===== config.mk =====
export PLATFORM = sky130hd
export DESIGN_NAME = rv_regfile
export DESIGN_NICKNAME = d
export VERILOG_FILES = /design/src/rv_pkg.sv /design/src/rv_regfile.sv
export VERILOG_INCLUDE_DIRS = /design/src
export SDC_FILE = /design/constraint.sdc
export NUM_CORES = 2
export LEC_CHECK = 0
export BUFFER_PORTS_ARGS = -buffer_cell sky130_fd_sc_hd__buf_2
export CORE_MARGIN = 1
export CORE_UTILIZATION = 30
export DETAILED_ROUTE_END_ITERATION = 10
export SYNTH_ARGS = -nofsm -noshare
export SYNTH_HDL_FRONTEND = slang
export SYNTH_SLANG_ARGS = --single-unit

===== constraint.sdc =====
create_clock -name clk -period 53.5 [get_ports clk]
set_clock_uncertainty 0.1 [all_clocks]
set_input_delay 2.675 -clock clk [delete_from_list [all_inputs] [get_ports clk]]
set_output_delay 2.675 -clock clk [all_outputs]
set_load 0.01 [all_outputs]

===== src/rv_defines.svh =====
// shared constants for the multicycle rv32i core
// widths, opcode values, memory sizes and access latency
`ifndef RV_DEFINES_SVH
`define RV_DEFINES_SVH

`define XLEN        32
`define RESET_PC    32'h0000_0000

`define IMEM_DEPTH  256
`define DMEM_DEPTH  256

// wait cycles for every fetch and load/store, must be at least 1
`define MEM_LATENCY 3

// base opcodes, inst[6:0]
`define OP_LUI      7'b0110111
`define OP_AUIPC    7'b0010111
`define OP_JAL      7'b1101111
`define OP_JALR     7'b1100111
`define OP_BRANCH   7'b1100011
`define OP_LOAD     7'b0000011
`define OP_STORE    7'b0100011
`define OP_ALUI     7'b0010011
`define OP_ALUR     7'b0110011

`endif


===== src/rv_pkg.sv =====
// types shared by the core modules
// data words, register indices, decode and retire records
package rv_pkg;

`include "rv_defines.svh"

    typedef logic [`XLEN-1:0] word_t;
    typedef logic [4:0] reg_addr_t;
    typedef logic [$clog2(`IMEM_DEPTH)-1:0] imem_addr_t;

    // instruction format classes
    typedef enum logic [2:0] {
        TYPE_R,
        TYPE_I,
        TYPE_S,
        TYPE_B,
        TYPE_U,
        TYPE_J,
        TYPE_N  // no operands / unsupported
    } inst_t;

    typedef enum logic [3:0] {
        ALU_ADD,
        ALU_SUB,
        ALU_SLL,
        ALU_SLT,
        ALU_SLTU,
        ALU_XOR,
        ALU_SRL,
        ALU_SRA,
        ALU_OR,
        ALU_AND
    } alu_op_t;

    typedef enum logic [2:0] {
        IDLE,
        FETCH,
        EXECUTE,
        MEMORY,
        WRITEBACK
    } core_state_t;

    typedef struct packed {
        logic [6:0] opcode;
        logic [2:0] funct3;
        reg_addr_t  rd;
        reg_addr_t  rs1;
        reg_addr_t  rs2;
        word_t      imm;
        inst_t      inst_type;
        alu_op_t    alu_op;
        logic       is_load;
        logic       is_store;
        logic       writes_rd;
    } decode_t;

    // one record per completed instruction
    typedef struct packed {
        word_t     pc;
        word_t     next_pc;
        reg_addr_t rd;
        logic      rd_we;
        word_t     rd_data;
    } retire_t;

endpackage


===== src/rv_regfile.sv =====
// general purpose registers x0..x31, x0 reads as zero
`timescale 1ns/10ps

module rv_regfile import rv_pkg::*; (
    input  logic      clk,
    input  logic      reset,
    input  logic      we,
    input  reg_addr_t waddr,
    input  reg_addr_t raddr1,
    input  reg_addr_t raddr2,
    input  word_t     wdata,
    output word_t     rdata1,
    output word_t     rdata2
);

    word_t regs [32];

    always_ff @(posedge clk or posedge reset) begin
        if (reset) begin
            for (int i = 0; i < 32; i++)
                regs[i] <= '0;
        end else if (we) begin
            regs[waddr] <= wdata;
        end
    end

    assign rdata1 = (raddr1 == '0) ? '0 : regs[raddr1];
    assign rdata2 = (raddr2 == '0) ? '0 : regs[raddr2];

endmodule


==> flow_summary_export.csv <==
group,metric,value,unit
yosys,yosysWarningCount,0,
sta,hold_slack,0.421,ns
layout,multi_input_area,27400,sq um
hold_path,hp-class,"reg2reg",
power,p_comb_frac,0.201,
layout,top_register,"regs",
power,switching_share,0.276,
cts,cts_made_buffers,101,
yosys,postSynthAreaPerCell,14.8,sq um
run,cap_violations,0,
route,avgRoutedWirePerCell,31.2,um
cts,cts_resized,0,
sta,period_minus_slack,10.36,ns
placed_design,placed_area,57400,sq um
sta,final_max_slew_viol_count,0,
yosys,yosysTopAreaCell,"dfrtp_1",
floorplanning,rows,156,
cts,cts.htree.levels,3,
sta,relSlewSlack,0.158,
layout,layout-drive-gt1-share,0.511,
placed_design,port_buffers,113,
sta,grt_setup_unrepaired,"no",
cts,cts_tree,"built",
route,first_iter_violations,3277,
yosys,synth_cells,3681,
route,dr.pass1.iters,6,
yosys,synthTopCellsByArea,"dfrtp_1, mux2_2, mux4_2",
route,wirelength,189000,um
power,clock_power_share,0.343,
placed_design,globalplace.congestion,0.821,
floorplanning,pin_count,114,
layout,top_regs,"regs (1024)",
route,vias_per_cell,5.89,
global_routing,grt_pass1_wl,272000,um
sta,timing.fmax,96.5,MHz
route,final_antenna_net_count,0,
sta,finalSetupTns,0,ns
cts,clkTransAtPathRegs,0.06,ns
floorplanning,dieWidth,429,um
layout,stdcell_area,61000,sq um
yosys,synth_seq_cells,1024,
cts,clk_latency,0.72,ns
power,p_leak,26.0,nW
outcome,status,"finished, final reports clean",
setup_path,cp.arrival,7.59,ns
floorplanning,initial_utilization,0.302,
power,powerDensity,37.5,nW/um^2
sta,worstMarginPinSlew,1.25,ns
setup_path,cp_max_fo,56,
sta,setup_viol,0,
cts,hold_buffers,0,
yosys,mappedNetlistArea,54600,sq um
yosys,synth_top_area_frac,0.469,
layout,area_growth,11.7,%
cts,cts.sinks,1024,
power,seqPwrFrac,0.456,
yosys,ys_seq_area_frac,0.469,
global_routing,antenna_found_initial,20,
route,drc,0,
global_routing,grtUsageTotal,0.203,
power,ir_drop,0.0000250,V
placed_design,dp_hpwl,105000,um
cts,cts-root-buf,"clkbuf_16",
floorplanning,fp.coreArea,181000,sq um
layout,fillerInstances,17500,
cts,cts_buffer_depth,3,
global_routing,grt-ovfl-total,0,
route,num_vias,35700,
floorplanning,die_y,429,um
sta,timing.final.crit_share,0.194,
yosys,ys.flop_type,"dfrtp_1",
layout,largest_register_ffs,1024,
sta,hold_violations,0,
floorplanning,dieArea,184000,sq um
setup_path,end_kind,"primary output",
global_routing,grt_max_degree,174,
power,p_int,0.00166,W
setup_path,worstSetupPathType,"in2out",
power,p_sw,0.000631,W
setup_path,startpoint_type,"input pin",
cts,post-cts-setup-buffer-count,0,
yosys,synth-edff-count,0,
yosys,synth_fp_nets,3731,
layout,regArea,25600,sq um
yosys,ys_types,46,
layout,nets,3646,
global_routing,grt_pass1_vias,36200,
setup_path,cp.required,50.73,ns
yosys,async_flop_share,1.00,
synth_stat cells, types with 18 or more instances:
| master | instances |
|---|---|
| a211oi_1 | 55 |
| nor2_1 | 21 |
| clkbuf_1 | 206 |
| a22oi_1 | 84 |
| nor2b_1 | 43 |
| nor3_1 | 43 |
| mux2i_1 | 282 |
| o22ai_1 | 44 |
| buf_4 | 26 |
| mux4_2 | 394 |
| a21oi_1 | 34 |
| a2111oi_0 | 26 |
| nor4_1 | 18 |
| mux2_2 | 1050 |
| dfrtp_1 | 1024 |
| o221ai_1 | 26 |
| buf_1 | 61 |
| nand2_1 | 22 |
| buf_2 | 87 |
| a22o_1 | 49 |
layout make-up:
class	count	area share
inverters	2	0.000246
well taps	2370	0.0486
clock buffers	144	0.0489
multi-input cells	2258	0.449
clock inverters	45	0.0103
repair buffers	209	0.0224
flip-flops and latches	1024	0.420
diodes	12	0.000492
worst paths after layout:
kind                            startpoint        end  slack (ns)  depth (start not counted)
worst max-delay path             raddr1[0]  rdata1[1]       43.14                          9
worst min-delay path             regs[115]  regs[115]        0.42                          1
worst max register to register   regs[436]  regs[436]       52.59                          1
worst min register to register   regs[115]  regs[115]        0.42                          1
max in group asynchronous            reset  regs[940]       48.01                          5
min in group asynchronous            reset  regs[317]        2.03                          2
worst max-delay path, cell delays in order:
cell	delay, ns
buf_8	0.46
buf_4	0.82
buf_4	0.82
buf_4	0.75
mux4_2	0.35
mux2i_1	0.07
and3_1	0.19
a211oi_1	1.00
buf_2	0.30
placed cells by master, fill, tap and decap left out, types with 7 or more instances in the layout:
master     Yosys  routed
a31oi_1        9       9
o221ai_1      26      26
buf_2         87     106
and2_1         9       7
bufinv_16      0      15
o22ai_1       44      44
dfrtp_1     1024    1024
clkbuf_16      0     103
a2111oi_0     26      26
a211oi_1      55      55
clkinv_2       0      23
nor4_1        18      14
clkbuf_1     206      16
nor3_1        43      43
a22o_1        49      49
nor2b_1       43      39
mux2i_1      282     282
diode_2        0      12
a22oi_1       84      84
a21oi_1       34      34
mux4_2       394     394
buf_4         26      95
mux2_2      1050    1050
nand2_2        0      16
clkbuf_8       0      26
nor2_4         0      18
through the flow:
step,power [W],std cells,utilization,worst slack (ns)
after floorplan,0.00138,3681,-,21.91
after global placement,0.00150,5863,0.317,43.11
after detailed placement,0.00151,5863,0.317,43.10
after CTS,0.00229,6052,0.337,43.11
after global routing,0.00238,6057,0.337,42.83
final,0.00229,6064,0.338,43.14
power groups by stage:
stage / clock [W] / combinational (W) / sequential, W
floorplan: 0 / 0.000366 / 0.00101
global placement: 0 / 0.000450 / 0.00105
detailed placement: 0 / 0.000460 / 0.00105
CTS: 0.000794 / 0.000461 / 0.00104
global route: 0.000824 / 0.000491 / 0.00106
finish: 0.000785 / 0.000460 / 0.00104
logic make-up after synthesis:
| kind of cell | count (synthesis) | share of synthesized area |
|---|---|---|
| compound gates | 344 | 0.0473 |
| mux | 1726 | 0.431 |
| flops | 1024 | 0.469 |
| simple gates | 188 | 0.0191 |
| buf+inv | 399 | 0.0334 |
layer usage:
metal | wire length [um] | vias up | global-route usage
met4 | 10500 | 10 | 0.101
met1 | 73800 | 19600 | 0.251
met5 | 46 | - | 0
met3 | 11900 | 467 | 0.0339
li1 | - | 14200 | -
met2 | 93300 | 1450 | 0.344
(Power assumes the default switching activity.)
