$ cat config.mk
export PLATFORM = sky130hd
export DESIGN_NAME = rv_control_fsm
export DESIGN_NICKNAME = d
export VERILOG_FILES = /design/src/rv_pkg.sv /design/src/rv_control_fsm.sv
export VERILOG_INCLUDE_DIRS = /design/src
export SDC_FILE = /design/constraint.sdc
export NUM_CORES = 1
export LEC_CHECK = 0
export BUFFER_PORTS_ARGS = -buffer_cell sky130_fd_sc_hd__buf_2
export CAP_MARGIN = 20
export CORE_AREA = 2 2 130 132
export CTS_BUF_LIST = sky130_fd_sc_hd__clkbuf_4 sky130_fd_sc_hd__clkbuf_8 sky130_fd_sc_hd__clkbuf_16
export DETAILED_ROUTE_END_ITERATION = 7
export DIE_AREA = 0 0 132 134
export SYNTH_ARGS = -nofsm -noshare
export SYNTH_HDL_FRONTEND = slang
export SYNTH_SLANG_ARGS = --single-unit
$ cat constraint.sdc
create_clock -name clk -period 2.8 [get_ports clk]
set_clock_uncertainty 0.15 [all_clocks]
set_input_delay 0.28 -clock clk [delete_from_list [all_inputs] [get_ports clk]]
set_output_delay 0.28 -clock clk [all_outputs]
set_load 0.03 [all_outputs]
$ cat src/rv_defines.svh
// shared constants for the multicycle rv32i core
// widths, opcode values, memory sizes and access latency
`ifndef RV_DEFINES_SVH
`define RV_DEFINES_SVH

`define XLEN        32
`define RESET_PC    32'h0000_0000

`define IMEM_DEPTH  256
`define DMEM_DEPTH  256

// wait cycles for every fetch and load/store, must be at least 1
`define MEM_LATENCY 3

// base opcodes, inst[6:0]
`define OP_LUI      7'b0110111
`define OP_AUIPC    7'b0010111
`define OP_JAL      7'b1101111
`define OP_JALR     7'b1100111
`define OP_BRANCH   7'b1100011
`define OP_LOAD     7'b0000011
`define OP_STORE    7'b0100011
`define OP_ALUI     7'b0010011
`define OP_ALUR     7'b0110011

`endif

$ cat src/rv_pkg.sv
// types shared by the core modules
// data words, register indices, decode and retire records
package rv_pkg;

`include "rv_defines.svh"

    typedef logic [`XLEN-1:0] word_t;
    typedef logic [4:0] reg_addr_t;
    typedef logic [$clog2(`IMEM_DEPTH)-1:0] imem_addr_t;

    // instruction format classes
    typedef enum logic [2:0] {
        TYPE_R,
        TYPE_I,
        TYPE_S,
        TYPE_B,
        TYPE_U,
        TYPE_J,
        TYPE_N  // no operands / unsupported
    } inst_t;

    typedef enum logic [3:0] {
        ALU_ADD,
        ALU_SUB,
        ALU_SLL,
        ALU_SLT,
        ALU_SLTU,
        ALU_XOR,
        ALU_SRL,
        ALU_SRA,
        ALU_OR,
        ALU_AND
    } alu_op_t;

    typedef enum logic [2:0] {
        IDLE,
        FETCH,
        EXECUTE,
        MEMORY,
        WRITEBACK
    } core_state_t;

    typedef struct packed {
        logic [6:0] opcode;
        logic [2:0] funct3;
        reg_addr_t  rd;
        reg_addr_t  rs1;
        reg_addr_t  rs2;
        word_t      imm;
        inst_t      inst_type;
        alu_op_t    alu_op;
        logic       is_load;
        logic       is_store;
        logic       writes_rd;
    } decode_t;

    // one record per completed instruction
    typedef struct packed {
        word_t     pc;
        word_t     next_pc;
        reg_addr_t rd;
        logic      rd_we;
        word_t     rd_data;
    } retire_t;

endpackage

$ cat src/rv_control_fsm.sv
// instruction sequencer: fetch, execute, memory, writeback
// owns the program counter, instruction register and retire record
`timescale 1ns/10ps
`include "rv_defines.svh"

module rv_control_fsm import rv_pkg::*; (
    input  logic    clk,
    input  logic    reset,
    input  logic    run,
    input  logic    timer_done,
    input  decode_t dec,
    input  word_t   fetch_data,
    input  word_t   next_pc,
    input  word_t   rd_data,
    output logic    timer_start,
    output word_t   pc,
    output word_t   inst,
    output logic    mem_phase,
    output logic    wb_en,
    output logic    retire_valid,
    output retire_t retire
);

    core_state_t state, next_state;

    always_ff @(posedge clk or posedge reset) begin
        if (reset) begin
            state <= IDLE;
        end else begin
            state <= next_state;
        end
    end

    always_comb begin
        next_state = state;
        case (state)
            IDLE:      if (run) next_state = FETCH;
            FETCH:     if (timer_done) next_state = EXECUTE;
            EXECUTE:   next_state = (dec.is_load || dec.is_store) ? MEMORY : WRITEBACK;
            MEMORY:    if (timer_done) next_state = WRITEBACK;
            WRITEBACK: next_state = run ? FETCH : IDLE;
            default:   next_state = IDLE;
        endcase
    end

    // timer loads on the edge into a wait state
    assign timer_start = (next_state != state) && (next_state inside {FETCH, MEMORY});

    always_ff @(posedge clk or posedge reset) begin
        if (reset) begin
            pc <= `RESET_PC;
        end else if (state == IDLE && run) begin
            pc <= `RESET_PC;  // every run starts over
        end else if (state == WRITEBACK) begin
            pc <= next_pc;
        end
    end

    always_ff @(posedge clk) begin
        if (state == FETCH && timer_done)
            inst <= fetch_data;
    end

    // store commit strobe, last cycle of the memory wait
    assign mem_phase = (state == MEMORY) && timer_done && dec.is_store;

    assign wb_en        = (state == WRITEBACK) && dec.writes_rd && (dec.rd != '0);
    assign retire_valid = (state == WRITEBACK);

    always_comb begin
        retire.pc      = pc;
        retire.next_pc = next_pc;
        retire.rd      = dec.rd;
        retire.rd_we   = wb_en;
        retire.rd_data = rd_data;
    end

endmodule

==> impl_results.md <==
- Hold Path Stages: 2
- RSZ-0062 raised after global routing: false
- Slew HR: 0.4430
- First-pass GRT wire length: 12.89 mm
- Row count: 47
- Seq cells post-synth: 67
- Post-CTS setup buffer count: 0
- Syn avg cell area: 13.30 µm²
- Slew Viols, Final: 0
- Peak VDD IR: 0.3759 mV
- Primary FF master, synth: dfrtp_1
- Ys async rst share: 0.5224
- Layout cells sized above 1: 0.6072
- Total track usage: 0.09799
- Post-route minimum period: 2.306 ns
- Initial drt markers: 60
- Unique masters post-synth: 23
- Synthesized instance count: 233
- Clock group share of total power: 0.243
- Syn_nets: 400
- Most frequent cell after synthesis: buf_4
- Maxcap violations: 0
- Final wirelength: 8.955 mm
- FMAX: 433.6 MHz
- Area growth from synthesis to layout: 38.17%
- ANT nets after route: 0
- Setup TNS: 0 ns
- Startpoint Class: register
- Port Buffers: 213
- Final hold slack: 0.03450 ns
- Antenna diodes: 0
- Critical path fanouts, max: 20
- Post-DR wirelength/cell: 14.75 µm
- Sequential share of the synthesized area: 0.5929
- Drt pass-1 iters: 4
- Cell Area, Synth: 3098 µm²
- Setup CP Type: register to primary output
- Worst hold-check path type: input port to register
- Nets: 549
- Sw Ratio: 0.4382
- Leak: 2.170 nW
- DIE AREA: 17690 µm²
- Core area: 16290 µm²
- Combinational fraction of design power: 0.435
- Sw Pwr: 0.002132 W
- Vias in the first global route: 2158
- WP data arrival: 1.88 ns
- WP data required: 2.37 ns
- Hold Vio Cnt, Final: 0
- Setup violations, final: 0
- Period utilisation layout: 0.8236
- Total number of vias: 2219
- Total gr overflow: 0
- Detailed placement HPWL: 6.629 mm
- Internal power: 0.002733 W
- Reg power frac: 0.322
- Initial antenna violation count: 1
- Die H: 134 µm
- Initial Utilization: 0.1902
- Clk_lat worst skew: 0.33 ns
- Cts bufs inserted: 9
- Die width: 132 µm
- Ports: 337
- Yosys top cell by area: edfxtp_1
- Ys Warns: 0
- Clock slew at reported path FFs: 0.06 ns
- CTS resizes: 0
- CTS HTree Levels: 3
- Number of enable flip-flop cells after synthesis: 32
- Synth top area cells: edfxtp_1, dfrtp_1, buf_4, a22o_1, buf_6
- Max clock buf depth: 2
- CP Capture Type: primary output
- Vias per cell: 3.656
- Pin count of the biggest net entering global routing: 36
- # DRC: 0
- Top-area cell type share of the netlist area: 0.3102
- Power density cells: 1136 nW/µm²
- Most common library cells after synthesis: buf_4, dfrtp_1, a22o_1, edfxtp_1, buf_6
- Global placer's final weighted congestion: 0.7667
- Clock sink count: 67
- Slew @ Worst Pin: 0.8356 ns
- Root Driver: clkbuf_16
- CTS tree: done
- Outcome: completed
- Depth of the worst register-to-register path: 1
==> flip-flops by register name, summed over array words and instances, names as in the netlist <==
name,count
pc,32
inst,32
state,3
==> stage by stage <==
| stage | total power [W] | cells | utilization | worst slack (ns) | cell area (µm²) |
|---|---|---|---|---|---|
| after global routing | 0.005106 | 607 | 0.2628 | 0.3530 | 4280 |
| final | 0.004865 | 607 | 0.2628 | 0.4940 | 4280 |
| after floorplan | 0.003372 | 233 | - | 0.7691 | 3098 |
| after CTS | 0.004952 | 607 | 0.2628 | 0.4196 | 4280 |
| after detailed placement | 0.003684 | 558 | 0.2230 | 0.8017 | 3632 |
| after global placement | 0.003664 | 558 | 0.2230 | 0.8458 | 3632 |
==> power by group through the flow <==
stage	Sequential (W)	Combinational [W]	Clock, W
after floorplan	0.00209	0.00128	0
after global placement	0.00157	0.00209	0
after detailed placement	0.00158	0.00210	0
after CTS	0.00157	0.00214	0.00124
after global routing	0.00161	0.00222	0.00128
final	0.00156	0.00212	0.00118
==> per-layer routing <==
metal,wire length [µm],global-route usage
met5,0,0
met4,280,0.05072
met3,894,0.04611
met2,4367,0.1632
met1,3413,0.1040
==> path summary, 6_finish.rpt <==
kind                            slack (ns)   startpoint       end
worst max-delay path                  0.49     state[0]     wb_en
worst min-delay path                  0.03  next_pc[12]    pc[12]
worst max register to register        0.87     state[2]  inst[25]
worst min register to register        0.36       pc[28]    pc[28]
max in group asynchronous             1.46        reset     pc[0]
min in group asynchronous             0.52        reset    pc[17]
==> cells by family (layout without fill, tap and decap cells) <==
family / after synthesis / after routing / share of synthesized area
buffers and inverters: 112 / 266 / 0.2714
DFF: 67 / 67 / 0.5929
and+or+nand+nor: 14 / 14 / 0.02868
AOI/OAI and AO/OA: 40 / 40 / 0.1070
==> worst max-delay path: stages, from the launching register on <==
cell and delay, ns:
dfrtp_1 0.46, nor2_2 0.22, and2_4 0.36, o311a_1 0.27
buf_2 0.22
==> timing repair <==
| item | CTS | global route |
|---|---|---|
| hold buffers | 33 | 0 |
| setup endpoints to repair | 0 | 0 |
| endpoints found under the hold margin | 58 | 0 |
==> cells in the final DEF (no fill, tap or decap), types with 2 or more instances in the layout <==
cell and instances:
or3_1 2, clkinvlp_4 2, nand3_1 2, edfxtp_1 32
buf_2 213, a21oi_1 3, clkbuf_16 9, a22o_1 32
dfrtp_1 35, dlygate4sd3_1 33, bufinv_16 2, nand2_1 3
buf_4 2
==> layout make-up <==
type,count,area [µm²]
timing repair buffer,248,1411
multi-input combinational,54,431.7
sequential,67,1837
fill,1684,12010
tap,220,275.3
clock buffer,9,225.2
clock inverter,7,92.59
inverter,2,7.507
(Power assumes the default switching activity.)
