===== src/rv_defines.svh =====
// shared constants for the multicycle rv32i core
// widths, opcode values, memory sizes and access latency
`ifndef RV_DEFINES_SVH
`define RV_DEFINES_SVH

`define XLEN        32
`define RESET_PC    32'h0000_0000

`define IMEM_DEPTH  256
`define DMEM_DEPTH  256

// wait cycles for every fetch and load/store, must be at least 1
`define MEM_LATENCY 3

// base opcodes, inst[6:0]
`define OP_LUI      7'b0110111
`define OP_AUIPC    7'b0010111
`define OP_JAL      7'b1101111
`define OP_JALR     7'b1100111
`define OP_BRANCH   7'b1100011
`define OP_LOAD     7'b0000011
`define OP_STORE    7'b0100011
`define OP_ALUI     7'b0010011
`define OP_ALUR     7'b0110011

`endif


===== src/rv_pkg.sv =====
// types shared by the core modules
// data words, register indices, decode and retire records
package rv_pkg;

`include "rv_defines.svh"

    typedef logic [`XLEN-1:0] word_t;
    typedef logic [4:0] reg_addr_t;
    typedef logic [$clog2(`IMEM_DEPTH)-1:0] imem_addr_t;

    // instruction format classes
    typedef enum logic [2:0] {
        TYPE_R,
        TYPE_I,
        TYPE_S,
        TYPE_B,
        TYPE_U,
        TYPE_J,
        TYPE_N  // no operands / unsupported
    } inst_t;

    typedef enum logic [3:0] {
        ALU_ADD,
        ALU_SUB,
        ALU_SLL,
        ALU_SLT,
        ALU_SLTU,
        ALU_XOR,
        ALU_SRL,
        ALU_SRA,
        ALU_OR,
        ALU_AND
    } alu_op_t;

    typedef enum logic [2:0] {
        IDLE,
        FETCH,
        EXECUTE,
        MEMORY,
        WRITEBACK
    } core_state_t;

    typedef struct packed {
        logic [6:0] opcode;
        logic [2:0] funct3;
        reg_addr_t  rd;
        reg_addr_t  rs1;
        reg_addr_t  rs2;
        word_t      imm;
        inst_t      inst_type;
        alu_op_t    alu_op;
        logic       is_load;
        logic       is_store;
        logic       writes_rd;
    } decode_t;

    // one record per completed instruction
    typedef struct packed {
        word_t     pc;
        word_t     next_pc;
        reg_addr_t rd;
        logic      rd_we;
        word_t     rd_data;
    } retire_t;

endpackage


===== src/rv_execute.sv =====
// alu, branch compare, next pc and writeback data select
// also supplies the data memory address and store word
`timescale 1ns/10ps
`include "rv_defines.svh"

module rv_execute import rv_pkg::*; (
    input  decode_t dec,
    input  word_t   pc,
    input  word_t   rs1_data,
    input  word_t   rs2_data,
    input  word_t   load_data,
    output word_t   mem_addr,
    output word_t   store_data,
    output word_t   next_pc,
    output word_t   rd_data
);

    word_t alu_a, alu_b, alu_result, pc_plus4;
    logic  taken, is_link;

    always_comb begin
        case (dec.inst_type)
            TYPE_I, TYPE_S: begin
                alu_a = rs1_data;
                alu_b = dec.imm;
            end
            TYPE_U: begin
                alu_a = (dec.opcode == `OP_LUI) ? '0 : pc;
                alu_b = dec.imm;
            end
            TYPE_B, TYPE_J: begin  // target add
                alu_a = pc;
                alu_b = dec.imm;
            end
            default: begin
                alu_a = rs1_data;
                alu_b = rs2_data;
            end
        endcase
    end

    always_comb begin
        case (dec.alu_op)
            ALU_SUB:  alu_result = alu_a - alu_b;
            ALU_SLL:  alu_result = alu_a << alu_b[4:0];
            ALU_SLT:  alu_result = {{(`XLEN-1){1'b0}}, $signed(alu_a) < $signed(alu_b)};
            ALU_SLTU: alu_result = {{(`XLEN-1){1'b0}}, alu_a < alu_b};
            ALU_XOR:  alu_result = alu_a ^ alu_b;
            ALU_SRL:  alu_result = alu_a >> alu_b[4:0];
            ALU_SRA:  alu_result = word_t'($signed(alu_a) >>> alu_b[4:0]);
            ALU_OR:   alu_result = alu_a | alu_b;
            ALU_AND:  alu_result = alu_a & alu_b;
            default:  alu_result = alu_a + alu_b;
        endcase
    end

    always_comb begin
        case (dec.funct3)
            3'b000:  taken = (rs1_data == rs2_data);
            3'b001:  taken = (rs1_data != rs2_data);
            3'b100:  taken = ($signed(rs1_data) < $signed(rs2_data));
            3'b101:  taken = ($signed(rs1_data) >= $signed(rs2_data));
            3'b110:  taken = (rs1_data < rs2_data);
            3'b111:  taken = (rs1_data >= rs2_data);
            default: taken = 1'b0;
        endcase
    end

    assign pc_plus4 = pc + 32'd4;
    assign is_link  = (dec.opcode == `OP_JAL) || (dec.opcode == `OP_JALR);

    always_comb begin
        if (dec.opcode == `OP_JALR)
            next_pc = {alu_result[`XLEN-1:1], 1'b0};
        else if (dec.inst_type == TYPE_J || (dec.inst_type == TYPE_B && taken))
            next_pc = alu_result;
        else
            next_pc = pc_plus4;
    end

    assign rd_data    = dec.is_load ? load_data : (is_link ? pc_plus4 : alu_result);
    assign mem_addr   = alu_result;
    assign store_data = rs2_data;

endmodule


===== config.mk =====
export PLATFORM = sky130hd
export DESIGN_NAME = rv_execute
export DESIGN_NICKNAME = d
export VERILOG_FILES = /design/src/rv_pkg.sv /design/src/rv_execute.sv
export VERILOG_INCLUDE_DIRS = /design/src
export SDC_FILE = /design/constraint.sdc
export NUM_CORES = 1
export LEC_CHECK = 0
export BUFFER_PORTS_ARGS = -buffer_cell sky130_fd_sc_hd__buf_2
export CORE_ASPECT_RATIO = 0.75
export CORE_MARGIN = 2
export CORE_UTILIZATION = 35
export DETAILED_ROUTE_END_ITERATION = 7
export PLACE_DENSITY_LB_ADDON = 0.05
export SYNTH_ARGS = -nofsm -noshare
export SYNTH_HDL_FRONTEND = slang
export SYNTH_SLANG_ARGS = --single-unit

===== constraint.sdc =====
create_clock -name vclk -period 8.4
set_input_delay 0.42 -clock vclk [all_inputs]
set_output_delay 0.42 -clock vclk [all_outputs]
set_load 0.01 [all_outputs]

==> key figures <==
Outcome
  • Outcome: complete, no violations

Worst setup path
  • CP max stage delay: 0.65 ns
  • CP Depth: 20
  • Worst setup EP type: output port
  • Critical Path Sink: rd_data[30]
  • CP Data Required Time: 7.98 ns
  • Crit Path Category: in -> out
  • Crit path max fanout: 53
  • Critical-path cell list: buf_2 -> buf_4 -> nor2b_1 -> nand3_1 -> a21oi_1 -> nor2_1 -> ha_1 -> inv_1 -> fa_1 -> nor2b_1 -> o311ai_0 -> a31oi_1 -> o21ai_0 -> a2111o_1 -> a2111oi_0 -> o32a_1 -> a22oi_1 -> nor3_1 -> a221oi_1 -> buf_2
  • CP Launch Point: dec[8]
  • Buffers plus inverters on the worst setup path: 4
  • CP Launch Type: input pin
  • Critical path arrival: 6.93 ns
  • CP top delay family: compound AO/OA/AOI/OAI gates
  • Slowest library cell on the worst path: buf_2

Layout
  • Share of layout cells above drive strength 1: 20.75%
  • P&R area growth vs syn: 11.04%
  • # clk buffers: 0
  • Seq cells: 0
  • Register area: 0 sq um
  • Util after Layout: 39.58%
  • Final net count: 2507
  • Fillers: 4226

Logic synthesis
  • Mapped Area: 13710 sq um
  • Largest area contributor in the netlist: ha_1
  • Synth cell count leaders: 186 x nor2_1, 145 x mux2i_1, 141 x inv_1
  • Count leader, synth: nor2_1
  • Leading post-synthesis cells by cell area: ha_1 12%, mux2i_1 11%, nor2_1 5.1%, a21oi_1 4.7%, inv_1 3.9%
  • Cells after Synth: 2017
  • Synth warn: 0
  • Syn nets: 2344
  • Top-area cell type share of the netlist area: 11.86%
  • Number of distinct library cells after synthesis: 103
  • Seq/Total Area, Yosys: 0%
  • Mean post-synth cell area: 6.799 sq um

Run
  • Max Cap Viol: 0

Timing
  • Final period util: 87.51%
  • Setup violators final: 0
  • Relative max-transition margin: 17.57%
  • Achievable frequency: 136.0 MHz
  • Setup_tns: 0 ns
  • Final Hold Fails: 0
  • Min Tclk post-route: 7.351 ns
  • Slew Viols, Final: 0
  • Setup repair after global routing missed its margin: no
  • Slew @ Worst Pin: 1.232 ns

Routing
  • Vias: 17500
  • Final WL: 76.93 mm
  • Detail Route Antenna Nets: 0
  • Drt wl/cell: 28.59 um
  • Initial DRC count: 2271
  • DRC: 0
  • Drt pass-1 iters: 6
  • Vias per inst: 6.503

Floorplanning
  • Die width: 232.6 um
  • Core Box Area: 38480 sq um
  • Die area: 40800 sq um
  • FP Rows: 62
  • # IOs: 323
  • Starting density of the core: 35.64%
  • Die H: 175.4 um

Power
  • PD cells: 119.5 nW/um^2
  • Leak: 0.007051 uW
  • Sequential power share: 0%
  • Internal Power: 614.7 uW
  • Sw frac: 66.23%
  • Power share of the clock group: 0%
  • Power share of the combinational group: 100.0%
  • VDD IR-drop max: 75.67 uV
  • Switching power: 1205 uW

Clock tree
  • Post-CTS resize count: 0
  • Hold_buf cts: 0
  • Post-CTS Setup Inserts: 0

Place
  • Final Wtd Congestion: 1.039
  • IO buf count: 306
  • DP HPWL: 62.86 mm

Global routing
  • Largest net degree at the start of global routing: 66
  • Vias in the first global route: 15980
  • Total grt overflow: 0
  • First-pass GRT wire length: 110.3 mm
  • Initial antenna violation count: 1
  • All-Layer GR Usage: 35.95%

Hold path
  • Hold depth: 2
  • HP Class: in -> out
## worst min-delay path by stage
stage | from | to | slack, ns
6_report | rs2_data[7] | store_data[7] | 1.04
4_1_cts | rs2_data[11] | store_data[11] | 1.04
3_3_place_gp | rs2_data[15] | store_data[15] | 1.04
2_1_floorplan | pc[2] | next_pc[2] | 0.93
5_1_grt | rs2_data[11] | store_data[11] | 1.04
3_5_place_dp | rs2_data[11] | store_data[11] | 1.04
## power by group through the flow
stage | clock network [uW] | registers, uW | logic, uW
2_1_floorplan | 0 | 0 | 1130
3_3_place_gp | 0 | 0 | 1760
3_5_place_dp | 0 | 0 | 1760
4_1_cts | 0 | 0 | 1760
5_1_grt | 0 | 0 | 1920
6_report | 0.0000502 | 0 | 1820
## metrics by stage
step / worst slack, ns / hold slack, ns / cells / total power, uW / area [sq um]
floorplan: 3.046 / 0.9288 / 2017 / 1132 / 13710
global placement: 1.407 / 1.041 / 2690 / 1756 / 15230
detailed placement: 1.314 / 1.039 / 2690 / 1757 / 15230
CTS: 1.286 / 1.039 / 2690 / 1765 / 15230
global route: 0.8029 / 1.042 / 2690 / 1921 / 15230
finish: 1.049 / 1.038 / 2691 / 1820 / 15230
## cells in the final DEF, fill, tap and decap left out, drive strengths merged, types with 23 or more instances in the layout
cell    count
a31oi      23
nor2      187
a21oi     131
buf       342
o21ai     106
a32o       25
nand2     130
mux2       32
nand3      57
mux2i     145
a221oi     39
nor3       58
a221o      37
xnor2      37
nand3b     61
o22ai      27
a211oi     24
inv       156
a21o       54
ha        130
## final cells by class
cell class | count | area, sq um | area share (%)
timing repair buffer | 342 | 1802 | 11.83
tap | 512 | 640.6 | 4.207
multi-input combinational | 1675 | 12170 | 79.94
antenna | 1 | 2.502 | 0.01643
inverter | 161 | 610.6 | 4.010
## cell families after synthesis
kind of cell    Yosys count  synth area share (%)
mux                     178                 13.37
simple gates            637                 23.40
xor+xnor                 51                 3.257
compound gates          677                 36.27
buf+inv                 342                 11.54
fa+ha+maj               132                 12.15
## per-layer routing
metal	GRT usage (%)	wire, um	up-vias
met5	0	48	-
met4	13.48	3550	2
met3	4.886	6568	141
met2	54.71	32500	951
met1	51.12	34260	8502
li1	-	-	7903
Note: power is estimated with default switching activity, not from simulation.
