===== config.mk =====
export PLATFORM = sky130hd
export DESIGN_NAME = rv_decoder
export DESIGN_NICKNAME = d
export VERILOG_FILES = /design/src/rv_pkg.sv /design/src/rv_decoder.sv
export VERILOG_INCLUDE_DIRS = /design/src
export SDC_FILE = /design/constraint.sdc
export NUM_CORES = 1
export LEC_CHECK = 0
export BUFFER_PORTS_ARGS = -buffer_cell sky130_fd_sc_hd__buf_2
export CORE_ASPECT_RATIO = 0.9
export CORE_UTILIZATION = 42
export DETAILED_ROUTE_END_ITERATION = 16
export GPL_TIMING_DRIVEN = 0
export MAX_ROUTING_LAYER = met4
export PLACE_DENSITY = 0.95
export REMOVE_ABC_BUFFERS = 1
export SLEW_MARGIN = 20
export SYNTH_ARGS = -nofsm -noshare
export SYNTH_HDL_FRONTEND = slang
export SYNTH_SLANG_ARGS = --single-unit

===== constraint.sdc =====
create_clock -name vclk -period 5.12
set_input_delay 1.536 -clock vclk [all_inputs]
set_output_delay 1.536 -clock vclk [all_outputs]
set_load 0.005 [all_outputs]

===== src/rv_defines.svh =====
// shared constants for the multicycle rv32i core
// widths, opcode values, memory sizes and access latency
`ifndef RV_DEFINES_SVH
`define RV_DEFINES_SVH

`define XLEN        32
`define RESET_PC    32'h0000_0000

`define IMEM_DEPTH  256
`define DMEM_DEPTH  256

// wait cycles for every fetch and load/store, must be at least 1
`define MEM_LATENCY 3

// base opcodes, inst[6:0]
`define OP_LUI      7'b0110111
`define OP_AUIPC    7'b0010111
`define OP_JAL      7'b1101111
`define OP_JALR     7'b1100111
`define OP_BRANCH   7'b1100011
`define OP_LOAD     7'b0000011
`define OP_STORE    7'b0100011
`define OP_ALUI     7'b0010011
`define OP_ALUR     7'b0110011

`endif


===== src/rv_pkg.sv =====
// types shared by the core modules
// data words, register indices, decode and retire records
package rv_pkg;

`include "rv_defines.svh"

    typedef logic [`XLEN-1:0] word_t;
    typedef logic [4:0] reg_addr_t;
    typedef logic [$clog2(`IMEM_DEPTH)-1:0] imem_addr_t;

    // instruction format classes
    typedef enum logic [2:0] {
        TYPE_R,
        TYPE_I,
        TYPE_S,
        TYPE_B,
        TYPE_U,
        TYPE_J,
        TYPE_N  // no operands / unsupported
    } inst_t;

    typedef enum logic [3:0] {
        ALU_ADD,
        ALU_SUB,
        ALU_SLL,
        ALU_SLT,
        ALU_SLTU,
        ALU_XOR,
        ALU_SRL,
        ALU_SRA,
        ALU_OR,
        ALU_AND
    } alu_op_t;

    typedef enum logic [2:0] {
        IDLE,
        FETCH,
        EXECUTE,
        MEMORY,
        WRITEBACK
    } core_state_t;

    typedef struct packed {
        logic [6:0] opcode;
        logic [2:0] funct3;
        reg_addr_t  rd;
        reg_addr_t  rs1;
        reg_addr_t  rs2;
        word_t      imm;
        inst_t      inst_type;
        alu_op_t    alu_op;
        logic       is_load;
        logic       is_store;
        logic       writes_rd;
    } decode_t;

    // one record per completed instruction
    typedef struct packed {
        word_t     pc;
        word_t     next_pc;
        reg_addr_t rd;
        logic      rd_we;
        word_t     rd_data;
    } retire_t;

endpackage


===== src/rv_decoder.sv =====
// instruction decode: fields, format class, immediate, alu operation
`timescale 1ns/10ps
`include "rv_defines.svh"

module rv_decoder import rv_pkg::*; (
    input  word_t   inst,
    output decode_t dec
);

    logic [6:0] funct7;

    assign funct7 = inst[31:25];

    always_comb begin
        dec.opcode = inst[6:0];
        dec.funct3 = inst[14:12];
        dec.rd     = inst[11:7];
        dec.rs1    = inst[19:15];
        dec.rs2    = inst[24:20];

        case (inst[6:0])
            `OP_ALUR:                     dec.inst_type = TYPE_R;
            `OP_ALUI, `OP_LOAD, `OP_JALR: dec.inst_type = TYPE_I;
            `OP_STORE:                    dec.inst_type = TYPE_S;
            `OP_BRANCH:                   dec.inst_type = TYPE_B;
            `OP_LUI, `OP_AUIPC:           dec.inst_type = TYPE_U;
            `OP_JAL:                      dec.inst_type = TYPE_J;
            default:                      dec.inst_type = TYPE_N;
        endcase

        // sign extension per format
        case (dec.inst_type)
            TYPE_I:  dec.imm = {{20{inst[31]}}, inst[31:20]};
            TYPE_S:  dec.imm = {{20{inst[31]}}, inst[31:25], inst[11:7]};
            TYPE_B:  dec.imm = {{20{inst[31]}}, inst[7], inst[30:25], inst[11:8], 1'b0};
            TYPE_U:  dec.imm = {inst[31:12], 12'b0};
            TYPE_J:  dec.imm = {{12{inst[31]}}, inst[19:12], inst[20], inst[30:21], 1'b0};
            default: dec.imm = '0;
        endcase

        dec.alu_op = ALU_ADD;  // address and target adds
        if (inst[6:0] == `OP_ALUI || inst[6:0] == `OP_ALUR) begin
            case (inst[14:12])
                3'b000: begin
                    if (inst[6:0] == `OP_ALUR && funct7[5])
                        dec.alu_op = ALU_SUB;
                end
                3'b001:  dec.alu_op = ALU_SLL;
                3'b010:  dec.alu_op = ALU_SLT;
                3'b011:  dec.alu_op = ALU_SLTU;
                3'b100:  dec.alu_op = ALU_XOR;
                3'b101:  dec.alu_op = funct7[5] ? ALU_SRA : ALU_SRL;
                3'b110:  dec.alu_op = ALU_OR;
                default: dec.alu_op = ALU_AND;
            endcase
        end

        dec.is_load   = (inst[6:0] == `OP_LOAD);
        dec.is_store  = (inst[6:0] == `OP_STORE);
        dec.writes_rd = dec.inst_type inside {TYPE_R, TYPE_I, TYPE_U, TYPE_J};
    end

endmodule


==> results.txt <==
Area taken by flip-flops and latches: 0 µm². The slew at the pin closest to its max-slew limit is 0.778 ns. The run gives 61.7% as the final standard cell utilization of the core.

The worst setup path is of the in -> out kind. The logs give 0 for the total overflow reported by the global router and 1,236 for the via count of the first global-routing pass. For the number of I/O pins, the log shows 99.

In the final design database the tool counted 271 nets. The number of antenna diodes in the final layout is 0. For the area of all placed cells without fillers, the log shows 1700 µm².

After layout, the worst path uses 99.1% of the clock period. The highest clock rate is 197 MHz, and the total power per unit cell area is 46.6 nW/µm². The logs give 2.77 mm for the placed wire-length estimate after detailed placement and 3.58 ns for the required time reported for the critical path endpoint. Synthesis handed over a netlist of 167 instances. In this run the core area contains 18 standard-cell rows.

The post-route netlist has 64.8% of its cells at a drive strength greater than 1. Clock period minus final worst setup slack: 5.07 ns. The most common cell after layout, fill and taps aside was sky130_fd_sc_hd__buf_2. Port buffering added 99 buffers.

For the worst setup path, the data arrival time is 3.54 ns. OpenSTA, run right after detailed placement, puts the worst setup slack at -0.277 ns. The final hold violation count came out at 0. Summing over every cut layer, the via total after detailed routing is 1,551. The area of the core came out at 2750 µm².

The run gives 0 as the number of maximum-capacitance violations. The tightest min-delay check is of the in -> out type. The first global-routing pass estimated 5.50 mm of wire. Count of synthesis-stage warnings from yosys: 0.

The sequential cell area fraction in the yosys report is 0%, and the layout clock buffer count is 0. The run gives 6 as the first-pass iteration count of the detailed router. Using the TritonRoute via totals, the vias-per-cell ratio works out to 5.62. The proportion of netlist area held by the largest area contributor works out to 16.6%.

Measured along the y axis, the die boundary spans 53.2 µm. The routed design has 3.77 mm of wire. Setup violations remaining at the end of the flow were counted as 0. Entering global routing, the biggest net connects 29 pins.

Measured against its own limit, the worst slew margin works out to 48.1%. Dividing the detail-routed wire length by the instance count gives 13.6 µm. The average size of a mapped cell is 7.32 µm². After detailed routing, the number of remaining DRC violations is 0.

The logs give 0 for the number of sequential cells and 0.960 for the routability congestion estimate. The launching element type of the critical path was an input port. The tools report the number of distinct library cells after synthesis as 49. Final count of pins violating max slew: 0. The die outline width was 58.9 µm; the number of violations reported at the end of detailed-routing iteration 0 was 54.

The synthesized netlist occupies a cell area of 1220 µm². The tools report the remaining number of nets flagged by the antenna check after routing as 0. The flow ran to the end, and the final reports show no timing, DRC or antenna violations. The analysis attributes to cell leakage a power of 0.000730 µW. The initial antenna violation count is 0. The maximum fanout encountered on the critical timing path was 10. Summing all placed instances gives a cell area of 1540 µm². Summing internal, switching and leakage power gives 79.1 µW.

The worst-case IR drop observed on VDD is 0.0189 mV. For the post-route worst setup slack, the log shows 0.0482 ns. The nature of the critical path endpoint was an output pin.

The overall track demand over capacity in global routing is 22.7%. For this configuration, the core starts out at a cell density of 44.5%. The run gives 3130 µm² as the floorplan die area. The synthesis-to-layout area growth came out at 38.8%. Of all cell types, the one taking the most synthesized area is sky130_fd_sc_hd__buf_4. In the layout the commonest cells are sky130_fd_sc_hd__buf_2, sky130_fd_sc_hd__nand2_1, sky130_fd_sc_hd__a211oi_2.

Ranked by total cell area, the synthesized netlist is headed by sky130_fd_sc_hd__buf_4, sky130_fd_sc_hd__a211oi_2, sky130_fd_sc_hd__nand2_1.
[critical path, stage by stage]
cell and delay, ns:
sky130_fd_sc_hd__buf_6 0.12, sky130_fd_sc_hd__or3b_4 0.42, sky130_fd_sc_hd__a21oi_4 0.16, sky130_fd_sc_hd__inv_2 0.07, sky130_fd_sc_hd__ha_4 0.17, sky130_fd_sc_hd__or3_4 0.44
sky130_fd_sc_hd__nor3_4 0.24, sky130_fd_sc_hd__o21ai_4 0.13, sky130_fd_sc_hd__o31ai_1 0.09, sky130_fd_sc_hd__buf_2 0.15
[synth_stat cells (4+ instances only)]
cell                       number
sky130_fd_sc_hd__a21oi_1        7
sky130_fd_sc_hd__a211oi_2      15
sky130_fd_sc_hd__nor2_1        11
sky130_fd_sc_hd__nand4_1        8
sky130_fd_sc_hd__nand2_1       23
sky130_fd_sc_hd__o31ai_1        4
sky130_fd_sc_hd__buf_4         27
sky130_fd_sc_hd__buf_2          6
sky130_fd_sc_hd__inv_1          6
sky130_fd_sc_hd__o21a_1         4
sky130_fd_sc_hd__nor4b_2        5
[area by class of cell]
cell class	count	area (µm²)
fillers	242	1050
inverters	7	26.3
multi-input cells	122	1010
well taps	40	50.0
repair buffers	107	609
[power by group]
| group | switching, µW | internal (µW) |
|---|---|---|
| Combinational | 45.4 | 33.7 |
| Sequential | 0 | 0 |
| Clock | 0 | 0 |
[logic make-up after synthesis]
kind of cell	after synthesis	synth area share, %
adder cells (fa/ha/maj)	1	1.02
AO/OA/AOI/OAI	47	35.8
AND/OR/NAND/NOR	74	38.6
buffers and inverters	45	24.6
[worst paths after layout]
| check | start | to | slack (ns) | cells after the start |
|---|---|---|---|---|
| worst max-delay path | inst[3] | dec[27] | 0.05 | 10 |
| worst min-delay path | inst[16] | dec[48] | 3.25 | 2 |
[repair_timing]
| item | CTS | global route |
|---|---|---|
| setup buffers | 4 | 2 |
| hold buffers | 0 | 0 |
| pin swaps | 4 | 9 |
| endpoints found under the setup margin | 33 | 16 |
| resized for setup | 6 | 22 |
[per-stage QoR]
stage	std cells	hold WS [ns]	TNS, ns
floorplan	129	3.07	-3.11
global placement	268	3.25	-25.39
detailed placement	270	3.25	-5.89
CTS	274	3.25	0
global route	276	3.26	-0.00638
finish	276	3.25	0
[layer usage]
metal  up-vias  track usage (%)  share of wire [%]
met4         0             4.37                1.7
met1       714             26.7                 41
li1        744                -                  -
met3         6             2.69                8.0
met2        87             41.7                 49
met5         -                -                  0
Note: power is estimated with default switching activity, not from simulation.
